===== src/verilog/icache_pkg.sv =====
package icache_pkg;

  // Untranslated low bits of a virtual address
  localparam int page_offset_width_gp = 12;

  localparam int instr_width_gp = 32;

  // Instructions per cache block
  localparam int block_words_gp = 4;

  localparam int paddr_width_gp = 32;

  // Physical tag covers everything above the page offset
  localparam int ptag_width_gp = paddr_width_gp - page_offset_width_gp;

  typedef logic [instr_width_gp-1:0] instr_t;

  // Physical byte address
  typedef logic [paddr_width_gp-1:0] paddr_t;

  // Word 0 sits at the lowest address of the block
  typedef instr_t [block_words_gp-1:0] block_t;

endpackage


===== src/verilog/fetch_replay_fifo.sv =====
module fetch_replay_fifo #(
  parameter int vaddr_width_p = 32,
  parameter int fifo_els_p    = 8
) (
  input  logic                                  clk_i,
  input  logic                                  rst_n_i,

  input  logic                                  enq_v_i,
  output logic                                  enq_ready_o,
  input  logic [vaddr_width_p-1:0]              enq_vaddr_i,
  input  logic [icache_pkg::ptag_width_gp-1:0]  enq_ptag_i,
  input  logic                                  enq_uncached_i,

  output logic                                  head_v_o,
  output logic [vaddr_width_p-1:0]              head_vaddr_o,
  output logic [icache_pkg::ptag_width_gp-1:0]  head_ptag_o,
  output logic                                  head_uncached_o,

  input  logic                                  issue_i,
  input  logic                                  deq_i,
  input  logic                                  roll_i
);
  import icache_pkg::*;

  localparam int ptr_width_lp = $clog2(fifo_els_p);

  logic [vaddr_width_p-1:0] vaddr_mem [fifo_els_p];
  logic [ptag_width_gp-1:0] ptag_mem [fifo_els_p];
  logic [fifo_els_p-1:0]    uncached_mem;

  // Extra top bit tells a full FIFO from an empty one
  logic [ptr_width_lp:0] wptr_r;
  logic [ptr_width_lp:0] iptr_r;
  logic [ptr_width_lp:0] cptr_r;

  logic full;
  logic enq;

  // Space is only freed once an entry has returned its instruction
  assign full = (wptr_r[ptr_width_lp] != cptr_r[ptr_width_lp])
             && (wptr_r[ptr_width_lp-1:0] == cptr_r[ptr_width_lp-1:0]);

  assign enq_ready_o = ~full;
  assign enq         = enq_v_i & ~full;

  // Head is the oldest entry not yet sent to the cache
  assign head_v_o        = (iptr_r != wptr_r);
  assign head_vaddr_o    = vaddr_mem[iptr_r[ptr_width_lp-1:0]];
  assign head_ptag_o     = ptag_mem[iptr_r[ptr_width_lp-1:0]];
  assign head_uncached_o = uncached_mem[iptr_r[ptr_width_lp-1:0]];

  always_ff @(posedge clk_i) begin
    if (enq) begin
      vaddr_mem[wptr_r[ptr_width_lp-1:0]]    <= enq_vaddr_i;
      ptag_mem[wptr_r[ptr_width_lp-1:0]]     <= enq_ptag_i;
      uncached_mem[wptr_r[ptr_width_lp-1:0]] <= enq_uncached_i;
    end
  end

  always_ff @(posedge clk_i or negedge rst_n_i) begin
    if (!rst_n_i) begin
      wptr_r <= '0;
      iptr_r <= '0;
      cptr_r <= '0;
    end else begin
      if (enq) begin
        wptr_r <= wptr_r + 1'b1;
      end
      // Replay restarts from the oldest uncommitted entry
      if (roll_i) begin
        iptr_r <= cptr_r;
      end else if (issue_i) begin
        iptr_r <= iptr_r + 1'b1;
      end
      if (deq_i) begin
        cptr_r <= cptr_r + 1'b1;
      end
    end
  end

endmodule


===== src/verilog/icache.sv =====
module icache #(
  parameter int vaddr_width_p = 32,
  parameter int sets_p        = 16
) (
  input  logic                                  clk_i,
  input  logic                                  rst_n_i,

  input  logic [vaddr_width_p-1:0]              vaddr_i,
  input  logic [icache_pkg::ptag_width_gp-1:0]  ptag_i,
  input  logic                                  uncached_i,
  input  logic                                  issue_i,
  output logic                                  ready_o,

  output icache_pkg::instr_t                    data_o,
  output logic                                  data_v_o,

  output logic                                  miss_v_o,
  output icache_pkg::paddr_t                    miss_addr_o,
  output logic                                  miss_uncached_o,
  input  logic                                  miss_ready_i,

  input  logic                                  fill_v_i,
  input  logic [$clog2(sets_p)-1:0]             fill_index_i,
  input  logic [icache_pkg::ptag_width_gp-1:0]  fill_tag_i,
  input  icache_pkg::block_t                    fill_block_i,
  input  logic                                  unc_v_i,
  input  icache_pkg::instr_t                    unc_instr_i
);
  import icache_pkg::*;

  localparam int index_width_lp  = $clog2(sets_p);
  localparam int byte_offset_lp  = $clog2(instr_width_gp / 8);
  localparam int word_offset_lp  = $clog2(block_words_gp);
  localparam int block_offset_lp = byte_offset_lp + word_offset_lp;

  logic [ptag_width_gp-1:0] tag_mem [sets_p];
  block_t                   data_mem [sets_p];
  logic [sets_p-1:0]        valid_r;

  logic [index_width_lp-1:0] index_li;

  // Stage one results, compared in the following cycle
  logic                            tl_v_r;
  logic [ptag_width_gp-1:0]        tl_tag_r;
  logic                            tl_valid_r;
  block_t                          tl_block_r;
  logic [page_offset_width_gp-1:0] tl_offset_r;

  logic   unc_v_r;
  instr_t unc_instr_r;
  logic   pending_r;

  logic                      hit_cached;
  logic                      hit_unc;
  logic                      hit;
  logic                      miss;
  logic [word_offset_lp-1:0] word_sel;

  // Index comes from the page offset, so no translation is needed here
  assign index_li = vaddr_i[block_offset_lp +: index_width_lp];

  always_ff @(posedge clk_i) begin
    if (fill_v_i) begin
      tag_mem[fill_index_i]  <= fill_tag_i;
      data_mem[fill_index_i] <= fill_block_i;
    end
  end

  always_ff @(posedge clk_i or negedge rst_n_i) begin
    if (!rst_n_i) begin
      valid_r <= '0;
    end else if (fill_v_i) begin
      valid_r[fill_index_i] <= 1'b1;
    end
  end

  always_ff @(posedge clk_i) begin
    tl_tag_r    <= tag_mem[index_li];
    tl_valid_r  <= valid_r[index_li];
    tl_block_r  <= data_mem[index_li];
    tl_offset_r <= vaddr_i[page_offset_width_gp-1:0];
  end

  // A miss kills the younger request entering stage two
  always_ff @(posedge clk_i or negedge rst_n_i) begin
    if (!rst_n_i) begin
      tl_v_r <= 1'b0;
    end else begin
      tl_v_r <= issue_i & ~miss;
    end
  end

  // Stage two, ptag_i and uncached_i belong to the request held here
  assign word_sel   = tl_offset_r[byte_offset_lp +: word_offset_lp];
  assign hit_unc    = uncached_i & unc_v_r;
  assign hit_cached = ~uncached_i & tl_valid_r & (tl_tag_r == ptag_i);
  assign hit        = tl_v_r & (hit_unc | hit_cached);
  assign miss       = tl_v_r & ~(hit_unc | hit_cached);

  always_ff @(posedge clk_i or negedge rst_n_i) begin
    if (!rst_n_i) begin
      data_v_o <= 1'b0;
    end else begin
      data_v_o <= hit;
    end
  end

  always_ff @(posedge clk_i) begin
    data_o <= hit_unc ? unc_instr_r : tl_block_r[word_sel];
  end

  // One-shot holding register for uncached words
  always_ff @(posedge clk_i or negedge rst_n_i) begin
    if (!rst_n_i) begin
      unc_v_r <= 1'b0;
    end else if (unc_v_i) begin
      unc_v_r <= 1'b1;
    end else if (tl_v_r & hit_unc) begin
      unc_v_r <= 1'b0;
    end
  end

  always_ff @(posedge clk_i) begin
    if (unc_v_i) begin
      unc_instr_r <= unc_instr_i;
    end
  end

  // Stall new issues until the fill lands
  always_ff @(posedge clk_i or negedge rst_n_i) begin
    if (!rst_n_i) begin
      pending_r <= 1'b0;
    end else if (miss) begin
      pending_r <= 1'b1;
    end else if (fill_v_i | unc_v_i) begin
      pending_r <= 1'b0;
    end
  end

  assign ready_o = ~pending_r;

  always_ff @(posedge clk_i or negedge rst_n_i) begin
    if (!rst_n_i) begin
      miss_v_o <= 1'b0;
    end else if (miss) begin
      miss_v_o <= 1'b1;
    end else if (miss_ready_i) begin
      miss_v_o <= 1'b0;
    end
  end

  always_ff @(posedge clk_i) begin
    if (miss) begin
      miss_addr_o     <= {ptag_i, tl_offset_r};
      miss_uncached_o <= uncached_i;
    end
  end

endmodule


===== src/verilog/icache_fill_engine.sv =====
module icache_fill_engine #(
  parameter int sets_p = 16
) (
  input  logic                                  clk_i,
  input  logic                                  rst_n_i,

  input  logic                                  miss_v_i,
  input  icache_pkg::paddr_t                    miss_addr_i,
  input  logic                                  miss_uncached_i,
  output logic                                  miss_ready_o,

  output icache_pkg::paddr_t                    mem_cmd_addr_o,
  output logic                                  mem_cmd_uncached_o,
  output logic                                  mem_cmd_v_o,
  input  logic                                  mem_cmd_ready_i,

  input  logic                                  resp_v_i,
  input  icache_pkg::block_t                    resp_data_i,
  output logic                                  resp_yumi_o,

  output logic                                  fill_v_o,
  output logic [$clog2(sets_p)-1:0]             fill_index_o,
  output logic [icache_pkg::ptag_width_gp-1:0]  fill_tag_o,
  output icache_pkg::block_t                    fill_block_o,
  output logic                                  unc_v_o,
  output icache_pkg::instr_t                    unc_instr_o
);
  import icache_pkg::*;

  localparam int index_width_lp  = $clog2(sets_p);
  localparam int block_offset_lp = $clog2(block_words_gp * instr_width_gp / 8);

  localparam logic [1:0] idle_s = 2'd0;
  localparam logic [1:0] send_s = 2'd1;
  localparam logic [1:0] wait_s = 2'd2;

  logic [1:0] state_r;
  paddr_t     addr_r;
  logic       uncached_r;
  paddr_t     aligned_addr;

  always_comb begin
    aligned_addr = miss_addr_i;
    aligned_addr[block_offset_lp-1:0] = '0;
  end

  always_ff @(posedge clk_i) begin
    if ((state_r == idle_s) && miss_v_i) begin
      // Uncached reads fetch exactly the requested word
      addr_r     <= miss_uncached_i ? miss_addr_i : aligned_addr;
      uncached_r <= miss_uncached_i;
    end
  end

  always_ff @(posedge clk_i or negedge rst_n_i) begin
    if (!rst_n_i) begin
      state_r <= idle_s;
    end else begin
      case (state_r)
        idle_s:  if (miss_v_i) state_r <= send_s;
        send_s:  if (mem_cmd_ready_i) state_r <= wait_s;
        wait_s:  if (resp_v_i) state_r <= idle_s;
        default: state_r <= idle_s;
      endcase
    end
  end

  assign miss_ready_o       = (state_r == idle_s);
  assign mem_cmd_v_o        = (state_r == send_s);
  assign mem_cmd_addr_o     = addr_r;
  assign mem_cmd_uncached_o = uncached_r;

  assign resp_yumi_o = (state_r == wait_s) & resp_v_i;

  // Uncached responses never allocate a line
  assign fill_v_o     = resp_yumi_o & ~uncached_r;
  assign fill_index_o = addr_r[block_offset_lp +: index_width_lp];
  assign fill_tag_o   = addr_r[paddr_width_gp-1 -: ptag_width_gp];
  assign fill_block_o = resp_data_i;

  // Requested word comes back in word 0
  assign unc_v_o     = resp_yumi_o & uncached_r;
  assign unc_instr_o = resp_data_i[0];

endmodule


===== src/verilog/mem_resp_buffer.sv =====
module mem_resp_buffer (
  input  logic               clk_i,
  input  logic               rst_n_i,

  input  logic               v_i,
  input  icache_pkg::block_t data_i,
  output logic               yumi_o,

  output logic               v_o,
  output icache_pkg::block_t data_o,
  input  logic               yumi_i
);
  import icache_pkg::*;

  logic   full_r;
  block_t data_r;

  // Take a new response only into an empty slot
  assign yumi_o = v_i & ~full_r;
  assign v_o    = full_r;
  assign data_o = data_r;

  always_ff @(posedge clk_i or negedge rst_n_i) begin
    if (!rst_n_i) begin
      full_r <= 1'b0;
    end else if (yumi_o) begin
      full_r <= 1'b1;
    end else if (yumi_i) begin
      full_r <= 1'b0;
    end
  end

  always_ff @(posedge clk_i) begin
    if (yumi_o) begin
      data_r <= data_i;
    end
  end

endmodule


===== src/verilog/icache_subsystem.sv =====
module icache_subsystem #(
  parameter int vaddr_width_p = 32,
  parameter int sets_p        = 16,
  parameter int fifo_els_p    = 8
) (
  input  logic                                  clk_i,
  input  logic                                  rst_n_i,

  input  logic [vaddr_width_p-1:0]              vaddr_i,
  input  logic [icache_pkg::ptag_width_gp-1:0]  ptag_i,
  input  logic                                  uncached_i,
  input  logic                                  vaddr_v_i,
  output logic                                  vaddr_ready_o,

  output icache_pkg::instr_t                    data_o,
  output logic                                  data_v_o,

  output icache_pkg::paddr_t                    mem_cmd_addr_o,
  output logic                                  mem_cmd_uncached_o,
  output logic                                  mem_cmd_v_o,
  input  logic                                  mem_cmd_ready_i,

  input  icache_pkg::block_t                    mem_resp_data_i,
  input  logic                                  mem_resp_v_i,
  output logic                                  mem_resp_yumi_o
);
  import icache_pkg::*;

  logic                     head_v_lo;
  logic [vaddr_width_p-1:0] head_vaddr_lo;
  logic [ptag_width_gp-1:0] head_ptag_lo;
  logic                     head_uncached_lo;

  logic cache_ready_lo;
  logic issue_li;
  logic issue_r;
  logic issue_rr;
  logic rollback_li;

  // Tag and uncached flag reach the cache one cycle after the index
  logic [ptag_width_gp-1:0] ptag_r;
  logic                     uncached_r;

  logic   miss_v_lo;
  paddr_t miss_addr_lo;
  logic   miss_uncached_lo;
  logic   miss_ready_lo;

  logic                      fill_v_lo;
  logic [$clog2(sets_p)-1:0] fill_index_lo;
  logic [ptag_width_gp-1:0]  fill_tag_lo;
  block_t                    fill_block_lo;
  logic                      unc_v_lo;
  instr_t                    unc_instr_lo;

  logic   resp_v_lo;
  block_t resp_data_lo;
  logic   resp_yumi_li;

  assign issue_li = head_v_lo & cache_ready_lo;

  always_ff @(posedge clk_i or negedge rst_n_i) begin
    if (!rst_n_i) begin
      issue_r  <= 1'b0;
      issue_rr <= 1'b0;
    end else begin
      issue_r  <= issue_li;
      issue_rr <= issue_r;
    end
  end

  // Issued two cycles ago but no instruction came back
  assign rollback_li = issue_rr & ~data_v_o;

  always_ff @(posedge clk_i) begin
    ptag_r     <= head_ptag_lo;
    uncached_r <= head_uncached_lo;
  end

  fetch_replay_fifo #(
    .vaddr_width_p(vaddr_width_p),
    .fifo_els_p   (fifo_els_p)
  ) u_fifo (
    .clk_i          (clk_i),
    .rst_n_i        (rst_n_i),
    .enq_v_i        (vaddr_v_i),
    .enq_ready_o    (vaddr_ready_o),
    .enq_vaddr_i    (vaddr_i),
    .enq_ptag_i     (ptag_i),
    .enq_uncached_i (uncached_i),
    .head_v_o       (head_v_lo),
    .head_vaddr_o   (head_vaddr_lo),
    .head_ptag_o    (head_ptag_lo),
    .head_uncached_o(head_uncached_lo),
    .issue_i        (issue_li),
    .deq_i          (data_v_o),
    .roll_i         (rollback_li)
  );

  icache #(
    .vaddr_width_p(vaddr_width_p),
    .sets_p       (sets_p)
  ) u_icache (
    .clk_i          (clk_i),
    .rst_n_i        (rst_n_i),
    .vaddr_i        (head_vaddr_lo),
    .ptag_i         (ptag_r),
    .uncached_i     (uncached_r),
    .issue_i        (issue_li),
    .ready_o        (cache_ready_lo),
    .data_o         (data_o),
    .data_v_o       (data_v_o),
    .miss_v_o       (miss_v_lo),
    .miss_addr_o    (miss_addr_lo),
    .miss_uncached_o(miss_uncached_lo),
    .miss_ready_i   (miss_ready_lo),
    .fill_v_i       (fill_v_lo),
    .fill_index_i   (fill_index_lo),
    .fill_tag_i     (fill_tag_lo),
    .fill_block_i   (fill_block_lo),
    .unc_v_i        (unc_v_lo),
    .unc_instr_i    (unc_instr_lo)
  );

  icache_fill_engine #(
    .sets_p(sets_p)
  ) u_fill_engine (
    .clk_i             (clk_i),
    .rst_n_i           (rst_n_i),
    .miss_v_i          (miss_v_lo),
    .miss_addr_i       (miss_addr_lo),
    .miss_uncached_i   (miss_uncached_lo),
    .miss_ready_o      (miss_ready_lo),
    .mem_cmd_addr_o    (mem_cmd_addr_o),
    .mem_cmd_uncached_o(mem_cmd_uncached_o),
    .mem_cmd_v_o       (mem_cmd_v_o),
    .mem_cmd_ready_i   (mem_cmd_ready_i),
    .resp_v_i          (resp_v_lo),
    .resp_data_i       (resp_data_lo),
    .resp_yumi_o       (resp_yumi_li),
    .fill_v_o          (fill_v_lo),
    .fill_index_o      (fill_index_lo),
    .fill_tag_o        (fill_tag_lo),
    .fill_block_o      (fill_block_lo),
    .unc_v_o           (unc_v_lo),
    .unc_instr_o       (unc_instr_lo)
  );

  mem_resp_buffer u_resp_buffer (
    .clk_i  (clk_i),
    .rst_n_i(rst_n_i),
    .v_i    (mem_resp_v_i),
    .data_i (mem_resp_data_i),
    .yumi_o (mem_resp_yumi_o),
    .v_o    (resp_v_lo),
    .data_o (resp_data_lo),
    .yumi_i (resp_yumi_li)
  );

endmodule


===== config.mk =====
export PLATFORM = sky130hd
export DESIGN_NAME = icache_subsystem
export DESIGN_NICKNAME = d
export VERILOG_FILES = /design/src/verilog/icache_pkg.sv /design/src/verilog/fetch_replay_fifo.sv /design/src/verilog/icache.sv /design/src/verilog/icache_fill_engine.sv /design/src/verilog/mem_resp_buffer.sv /design/src/verilog/icache_subsystem.sv
export SDC_FILE = /design/constraint.sdc
export NUM_CORES = 2
export LEC_CHECK = 0
export ABC_AREA = 0
export BUFFER_PORTS_ARGS = -buffer_cell sky130_fd_sc_hd__buf_2
export CAP_MARGIN = 10
export CORE_MARGIN = 2
export CORE_UTILIZATION = 45
export DETAILED_ROUTE_END_ITERATION = 8
export PLACE_DENSITY = 0.71
export SYNTH_ARGS = -nofsm -noshare
export SYNTH_HDL_FRONTEND = slang
export SYNTH_SLANG_ARGS = --single-unit

===== constraint.sdc =====
create_clock -name clk_i -period 9.05 [get_ports clk_i]
set_input_delay 0.905 -clock clk_i [delete_from_list [all_inputs] [get_ports clk_i]]
set_output_delay 0.905 -clock clk_i [all_outputs]
set_load 0.05 [all_outputs]

==> flow_summary.html <==
<table>
<tr><th>Metric</th><th>Value</th></tr>
<tr><th colspan="2">Cells and area</th></tr>
<tr><td>Area added between synthesis and finish</td><td>13.72%</td></tr>
<tr><td>Seq. cell area</td><td>between 0.09 and 0.1 sq mm</td></tr>
<tr><td>Final core utilization</td><td>0.5143</td></tr>
<tr><td>Final-stage net count</td><td>5314</td></tr>
<tr><td>Area taken by multi-input logic gates</td><td>~0.02 sq mm</td></tr>
<tr><td>Layout fillers</td><td>~19000</td></tr>
<tr><td>Non-filler instance count after layout</td><td>8708</td></tr>
<tr><td>Share of final-layout standard cells stronger than drive strength 1</td><td>0.2915</td></tr>
<tr><th colspan="2">Drt</th></tr>
<tr><td>DRT Pass-1 Iters</td><td>6</td></tr>
<tr><td>DRC violation count after routing</td><td>0</td></tr>
<tr><td>Wire length on met1</td><td>between 100 and 150 mm</td></tr>
<tr><td>Met2 routed WL</td><td>around 120 mm</td></tr>
<tr><td>Per-cell via count in the routed design</td><td>approximately 5.9</td></tr>
<tr><td>Total wirelength of the detailed-routed design</td><td>between 200 and 300 mm</td></tr>
<tr><td>Detailed router's first-iteration violation count</td><td>a little over 6000</td></tr>
<tr><td>Routed wirelength normalized by instance count</td><td>between 20 and 30 um</td></tr>
<tr><td>Uppermost layer routed</td><td>met5</td></tr>
<tr><td>Number of nets still failing antenna checks after routing</td><td>0</td></tr>
<tr><td>Routed met3 length</td><td>27.62 mm</td></tr>
<tr><td>Via count</td><td>just over 50000</td></tr>
<tr><th colspan="2">Clock network</th></tr>
<tr><td>Depth of the CTS H-tree</td><td>5</td></tr>
<tr><td>Buffer count from post-CTS setup fixing</td><td>0</td></tr>
<tr><td>Root buf cell</td><td>sky130_fd_sc_hd__clkbuf_16</td></tr>
<tr><td>Max Root-Sink Buffers</td><td>4</td></tr>
<tr><td># resized after CTS</td><td>0</td></tr>
<tr><td>TritonCTS clock tree</td><td>done</td></tr>
<tr><td>Hold-fix buffer count after cts</td><td>0</td></tr>
<tr><td>Post-CTS clock slew at the launch and capture registers of the worst setup and hold paths</td><td>~60 ps</td></tr>
<tr><td>Clock buffers created by TritonCTS</td><td>about 320</td></tr>
<tr><td>Clk sink count</td><td>slightly above 3000</td></tr>
<tr><td>Clock insertion delay at the later pin of the skew report</td><td>970 ps</td></tr>
<tr><th colspan="2">Power</th></tr>
<tr><td>Worst IR Drop VDD</td><td>between 0.5 and 0.6 mV</td></tr>
<tr><td>Pwr/cell area</td><td>about 330 mW/mm^2</td></tr>
<tr><td>Leakage power</td><td>approximately 0.041 uW</td></tr>
<tr><th colspan="2">Yosys</th></tr>
<tr><td>Share of the yosys chip area belonging to registers</td><td>0.8097</td></tr>
<tr><td>Synth async-reset ratio</td><td>0.01222</td></tr>
<tr><td>Yosys Warn Count</td><td>0</td></tr>
<tr><td>Leading post-synthesis cells by cell area</td><td>sky130_fd_sc_hd__edfxtp_1 76%, sky130_fd_sc_hd__mux4_2 14%, sky130_fd_sc_hd__dfxtp_1 3.8%</td></tr>
<tr><td>Number of flops mapped to enable cells by yosys</td><td>around 2900</td></tr>
<tr><td>Commonest cells in the netlist</td><td>2858 x sky130_fd_sc_hd__edfxtp_1, 692 x sky130_fd_sc_hd__mux4_2, 298 x sky130_fd_sc_hd__a22oi_1, 214 x sky130_fd_sc_hd__dfxtp_1, 170 x sky130_fd_sc_hd__nand2_1</td></tr>
<tr><td>Post-synth design cell area</td><td>0.1125 sq mm</td></tr>
<tr><td>Most area-hungry cell type in the Yosys netlist</td><td>sky130_fd_sc_hd__edfxtp_1</td></tr>
<tr><td>Unique masters post-synth</td><td>40</td></tr>
<tr><td>Number of cells produced by synthesis</td><td>approximately 4700</td></tr>
<tr><td>Most frequent cell after synthesis</td><td>sky130_fd_sc_hd__edfxtp_1</td></tr>
<tr><td>Nets in the synthesized netlist</td><td>about 5000</td></tr>
<tr><td>Total of flip-flops plus latches after synthesis</td><td>3110</td></tr>
<tr><td>Fraction of synthesized cell area taken by the top area cell type</td><td>0.7632</td></tr>
<tr><td>Ys flop type</td><td>sky130_fd_sc_hd__edfxtp_1</td></tr>
<tr><td>Average instance area after synthesis</td><td>around 24 sq um</td></tr>
<tr><th colspan="2">Job</th></tr>
<tr><td>Max-cap violations</td><td>0</td></tr>
<tr><th colspan="2">Timing</th></tr>
<tr><td>Transition time at the pin with the least slew margin</td><td>1172 ps</td></tr>
<tr><td>Setup repair after global routing missed its margin</td><td>no</td></tr>
<tr><td>Peak Freq</td><td>0.2112 GHz</td></tr>
<tr><td>Max-slew violation count</td><td>0</td></tr>
<tr><td>Post-route fraction of the period consumed by the critical path</td><td>0.5232</td></tr>
<tr><td>Final count of hold timing violations</td><td>0</td></tr>
<tr><td>Clock period minus worst slack</td><td>approximately 4700 ps</td></tr>
<tr><td>Crit path setup slack, layout</td><td>roughly 4300 ps</td></tr>
<tr><td>Post-Route Setup TNS</td><td>0 ps</td></tr>
<tr><td>Worst Clk Skew</td><td>around 110 ps</td></tr>
<tr><td>Worst hold-check slack</td><td>~110 ps</td></tr>
<tr><td>Relative slew slack</td><td>0.2166</td></tr>
<tr><td>Total of endpoints with negative setup slack in the final report</td><td>0</td></tr>
<tr><th colspan="2">Worst hold path</th></tr>
<tr><td>Class of the tightest hold or removal check</td><td>input port to flop</td></tr>
<tr><td>Origin of the worst min-delay path</td><td>mem_resp_data_i[63]</td></tr>
<tr><td>Depth of the worst hold-timing path</td><td>1</td></tr>
<tr><th colspan="2">Floorplan</th></tr>
<tr><td>Top-level I/O count</td><td>255</td></tr>
<tr><td>Full die area</td><td>between 0.2 and 0.3 sq mm</td></tr>
<tr><td>Die outline width</td><td>roughly 500 um</td></tr>
<tr><td>Core Box Area</td><td>roughly 0.25 sq mm</td></tr>
<tr><td>Die Ht</td><td>around 500 um</td></tr>
<tr><td>Floorplan row count</td><td>183</td></tr>
<tr><td>Initial standard-cell utilization of the core</td><td>0.4522</td></tr>
<tr><th colspan="2">Setup path</th></tr>
<tr><td>Source of the worst register-to-register timing path</td><td>u_fifo.iptr_r[1]</td></tr>
<tr><td>Worst path required time</td><td>approximately 9800 ps</td></tr>
<tr><td>Classification of the worst setup path</td><td>flop to flop</td></tr>
<tr><td>Largest fanout on the critical path</td><td>67</td></tr>
<tr><td>Worst Setup SP</td><td>u_fifo.iptr_r[1]</td></tr>
<tr><td>Depth of the most critical reg-to-reg path</td><td>7</td></tr>
<tr><td>Nature of the critical path startpoint</td><td>flop</td></tr>
<tr><td>Critical path capture point type</td><td>flop</td></tr>
<tr><td>CP arrival</td><td>5500 ps</td></tr>
<tr><th colspan="2">Placed design</th></tr>
<tr><td>Post-placement cell count</td><td>8138</td></tr>
<tr><td>Quantity of I/O buffers inserted on ports</td><td>approximately 230</td></tr>
<tr><td>HPWL reported at the end of detailed placement</td><td>around 130 mm</td></tr>
<tr><td>Final estimated routing congestion in global placement</td><td>0.7399</td></tr>
<tr><td>Placement Setup Slack</td><td>approximately 4200 ps</td></tr>
<tr><th colspan="2">Global routing</th></tr>
<tr><td>First-pass GRT wire length</td><td>between 300 and 400 mm</td></tr>
<tr><td>GRT overflow</td><td>0</td></tr>
<tr><td>Initial antenna violation count</td><td>40</td></tr>
<tr><td>Maximum number of pins on one net before global-route repair</td><td>117</td></tr>
<tr><td>Number of global-route vias before repair</td><td>approximately 53000</td></tr>
<tr><td>GRT Total Usage</td><td>0.2018</td></tr>
<tr><th colspan="2">Run status</th></tr>
<tr><td>Outcome</td><td>completed</td></tr>
</table>
[layer usage]
metal,vias to the layer above,GRT usage
met1,27620,0.2804
met4,32,0.05493
met3,444,0.06085
li1,20800,-
met2,2629,0.3123
met5,-,0
[logic make-up (layout without fill, tap and decap cells)]
kind of cell	Yosys count	count (layout)	share of synthesized area
muxes	766	766	0.1460
DFF	3110	3110	0.8097
buffers and inverters	234	886	0.01059
other	0	10	0
and+or+nand+nor	245	245	0.009246
AOI/OAI and AO/OA	322	322	0.02132
xor gates and xnor gates	36	36	0.002804
adders and majority gates	3	3	0.0003338
[layout make-up]
cell class                      count  share of cell area
Inverter                            3          0.00008805
Clock inverter                    123             0.01050
Timing Repair Buffer              323             0.01683
Sequential cell                  3110              0.7121
Multi-Input combinational cell   1372              0.1597
Clock buffer                      437             0.06799
Antenna cell                       10           0.0001957
Tap cell                         3330             0.03258
[critical path, stage by stage (launching register included)]
cell and delay, ps:
sky130_fd_sc_hd__dfrtp_2 370, sky130_fd_sc_hd__buf_4 770, sky130_fd_sc_hd__mux4_4 950, sky130_fd_sc_hd__buf_4 660
sky130_fd_sc_hd__buf_4 910, sky130_fd_sc_hd__mux4_2 430, sky130_fd_sc_hd__a22oi_1 230, sky130_fd_sc_hd__nand2_1 210
[where the power goes]
part | switching, uW | leakage [uW] | internal [uW]
Combinational | 6090 | 0.00780 | 4920
Clock | 5200 | 0.00491 | 7460
Sequential | 1100 | 0.0280 | 17200
Total | 12400 | 0.0407 | 29600
[flip-flops by register name, indices dropped and copies added, names as in the netlist, 2 cells and up]
name	flops
u_icache.unc_instr_r	32
u_fifo.vaddr_mem	96
u_icache.tl_block_r	128
ptag_r	20
u_icache.miss_addr_o	32
u_icache.tl_offset_r	12
u_icache.valid_r	16
u_fill_engine.mem_cmd_addr_o	32
u_fifo.iptr_r	4
u_fifo.uncached_mem	8
u_fifo.wptr_r	4
u_resp_buffer.data_o	128
u_fifo.ptag_mem	160
u_icache.tl_tag_r	20
u_icache.data_mem	2048
u_fifo.cptr_r	4
u_fill_engine.state_r	2
u_icache.data_o	32
u_icache.tag_mem	320
[cell usage in the layout (no fill, tap or decap), types with 8 or more instances in the layout]
cell                        instances
sky130_fd_sc_hd__nand2_1          169
sky130_fd_sc_hd__mux2_2            68
sky130_fd_sc_hd__clkbuf_1          90
sky130_fd_sc_hd__mux4_2           690
sky130_fd_sc_hd__edfxtp_1        2858
sky130_fd_sc_hd__or2_2             10
sky130_fd_sc_hd__buf_2            234
sky130_fd_sc_hd__xnor2_1           14
sky130_fd_sc_hd__buf_12            25
sky130_fd_sc_hd__nand2b_1           8
sky130_fd_sc_hd__clkbuf_8          29
sky130_fd_sc_hd__dfxtp_1          212
sky130_fd_sc_hd__o21bai_1           8
sky130_fd_sc_hd__a22oi_1          298
sky130_fd_sc_hd__clkinv_2          42
sky130_fd_sc_hd__clkbuf_16        318
sky130_fd_sc_hd__xor2_1            22
sky130_fd_sc_hd__dfrtp_1           35
sky130_fd_sc_hd__clkinv_1          35
sky130_fd_sc_hd__bufinv_16         26
sky130_fd_sc_hd__nor2_4            18
sky130_fd_sc_hd__buf_4             64
sky130_fd_sc_hd__diode_2           10
[worst paths after layout]
kind	end	slack (ps)
max reg2reg	u_icache.tl_block_r[81]	4320
max in group asynchronous	u_fifo.iptr_r[0]	8190
min in group asynchronous	u_fifo.wptr_r[2]	170
min	u_resp_buffer.data_o[63]	110
max	u_icache.tl_block_r[81]	4320
min reg2reg	issue_rr	360
[through the flow]
step | area (sq um) | total power, uW
floorplan | 112500 | 26400
global placement | 117800 | 29560
detailed placement | 117800 | 29710
CTS | 127900 | 42350
global route | 127900 | 43630
finish | 127900 | 42020
(Power assumes the default switching activity.)
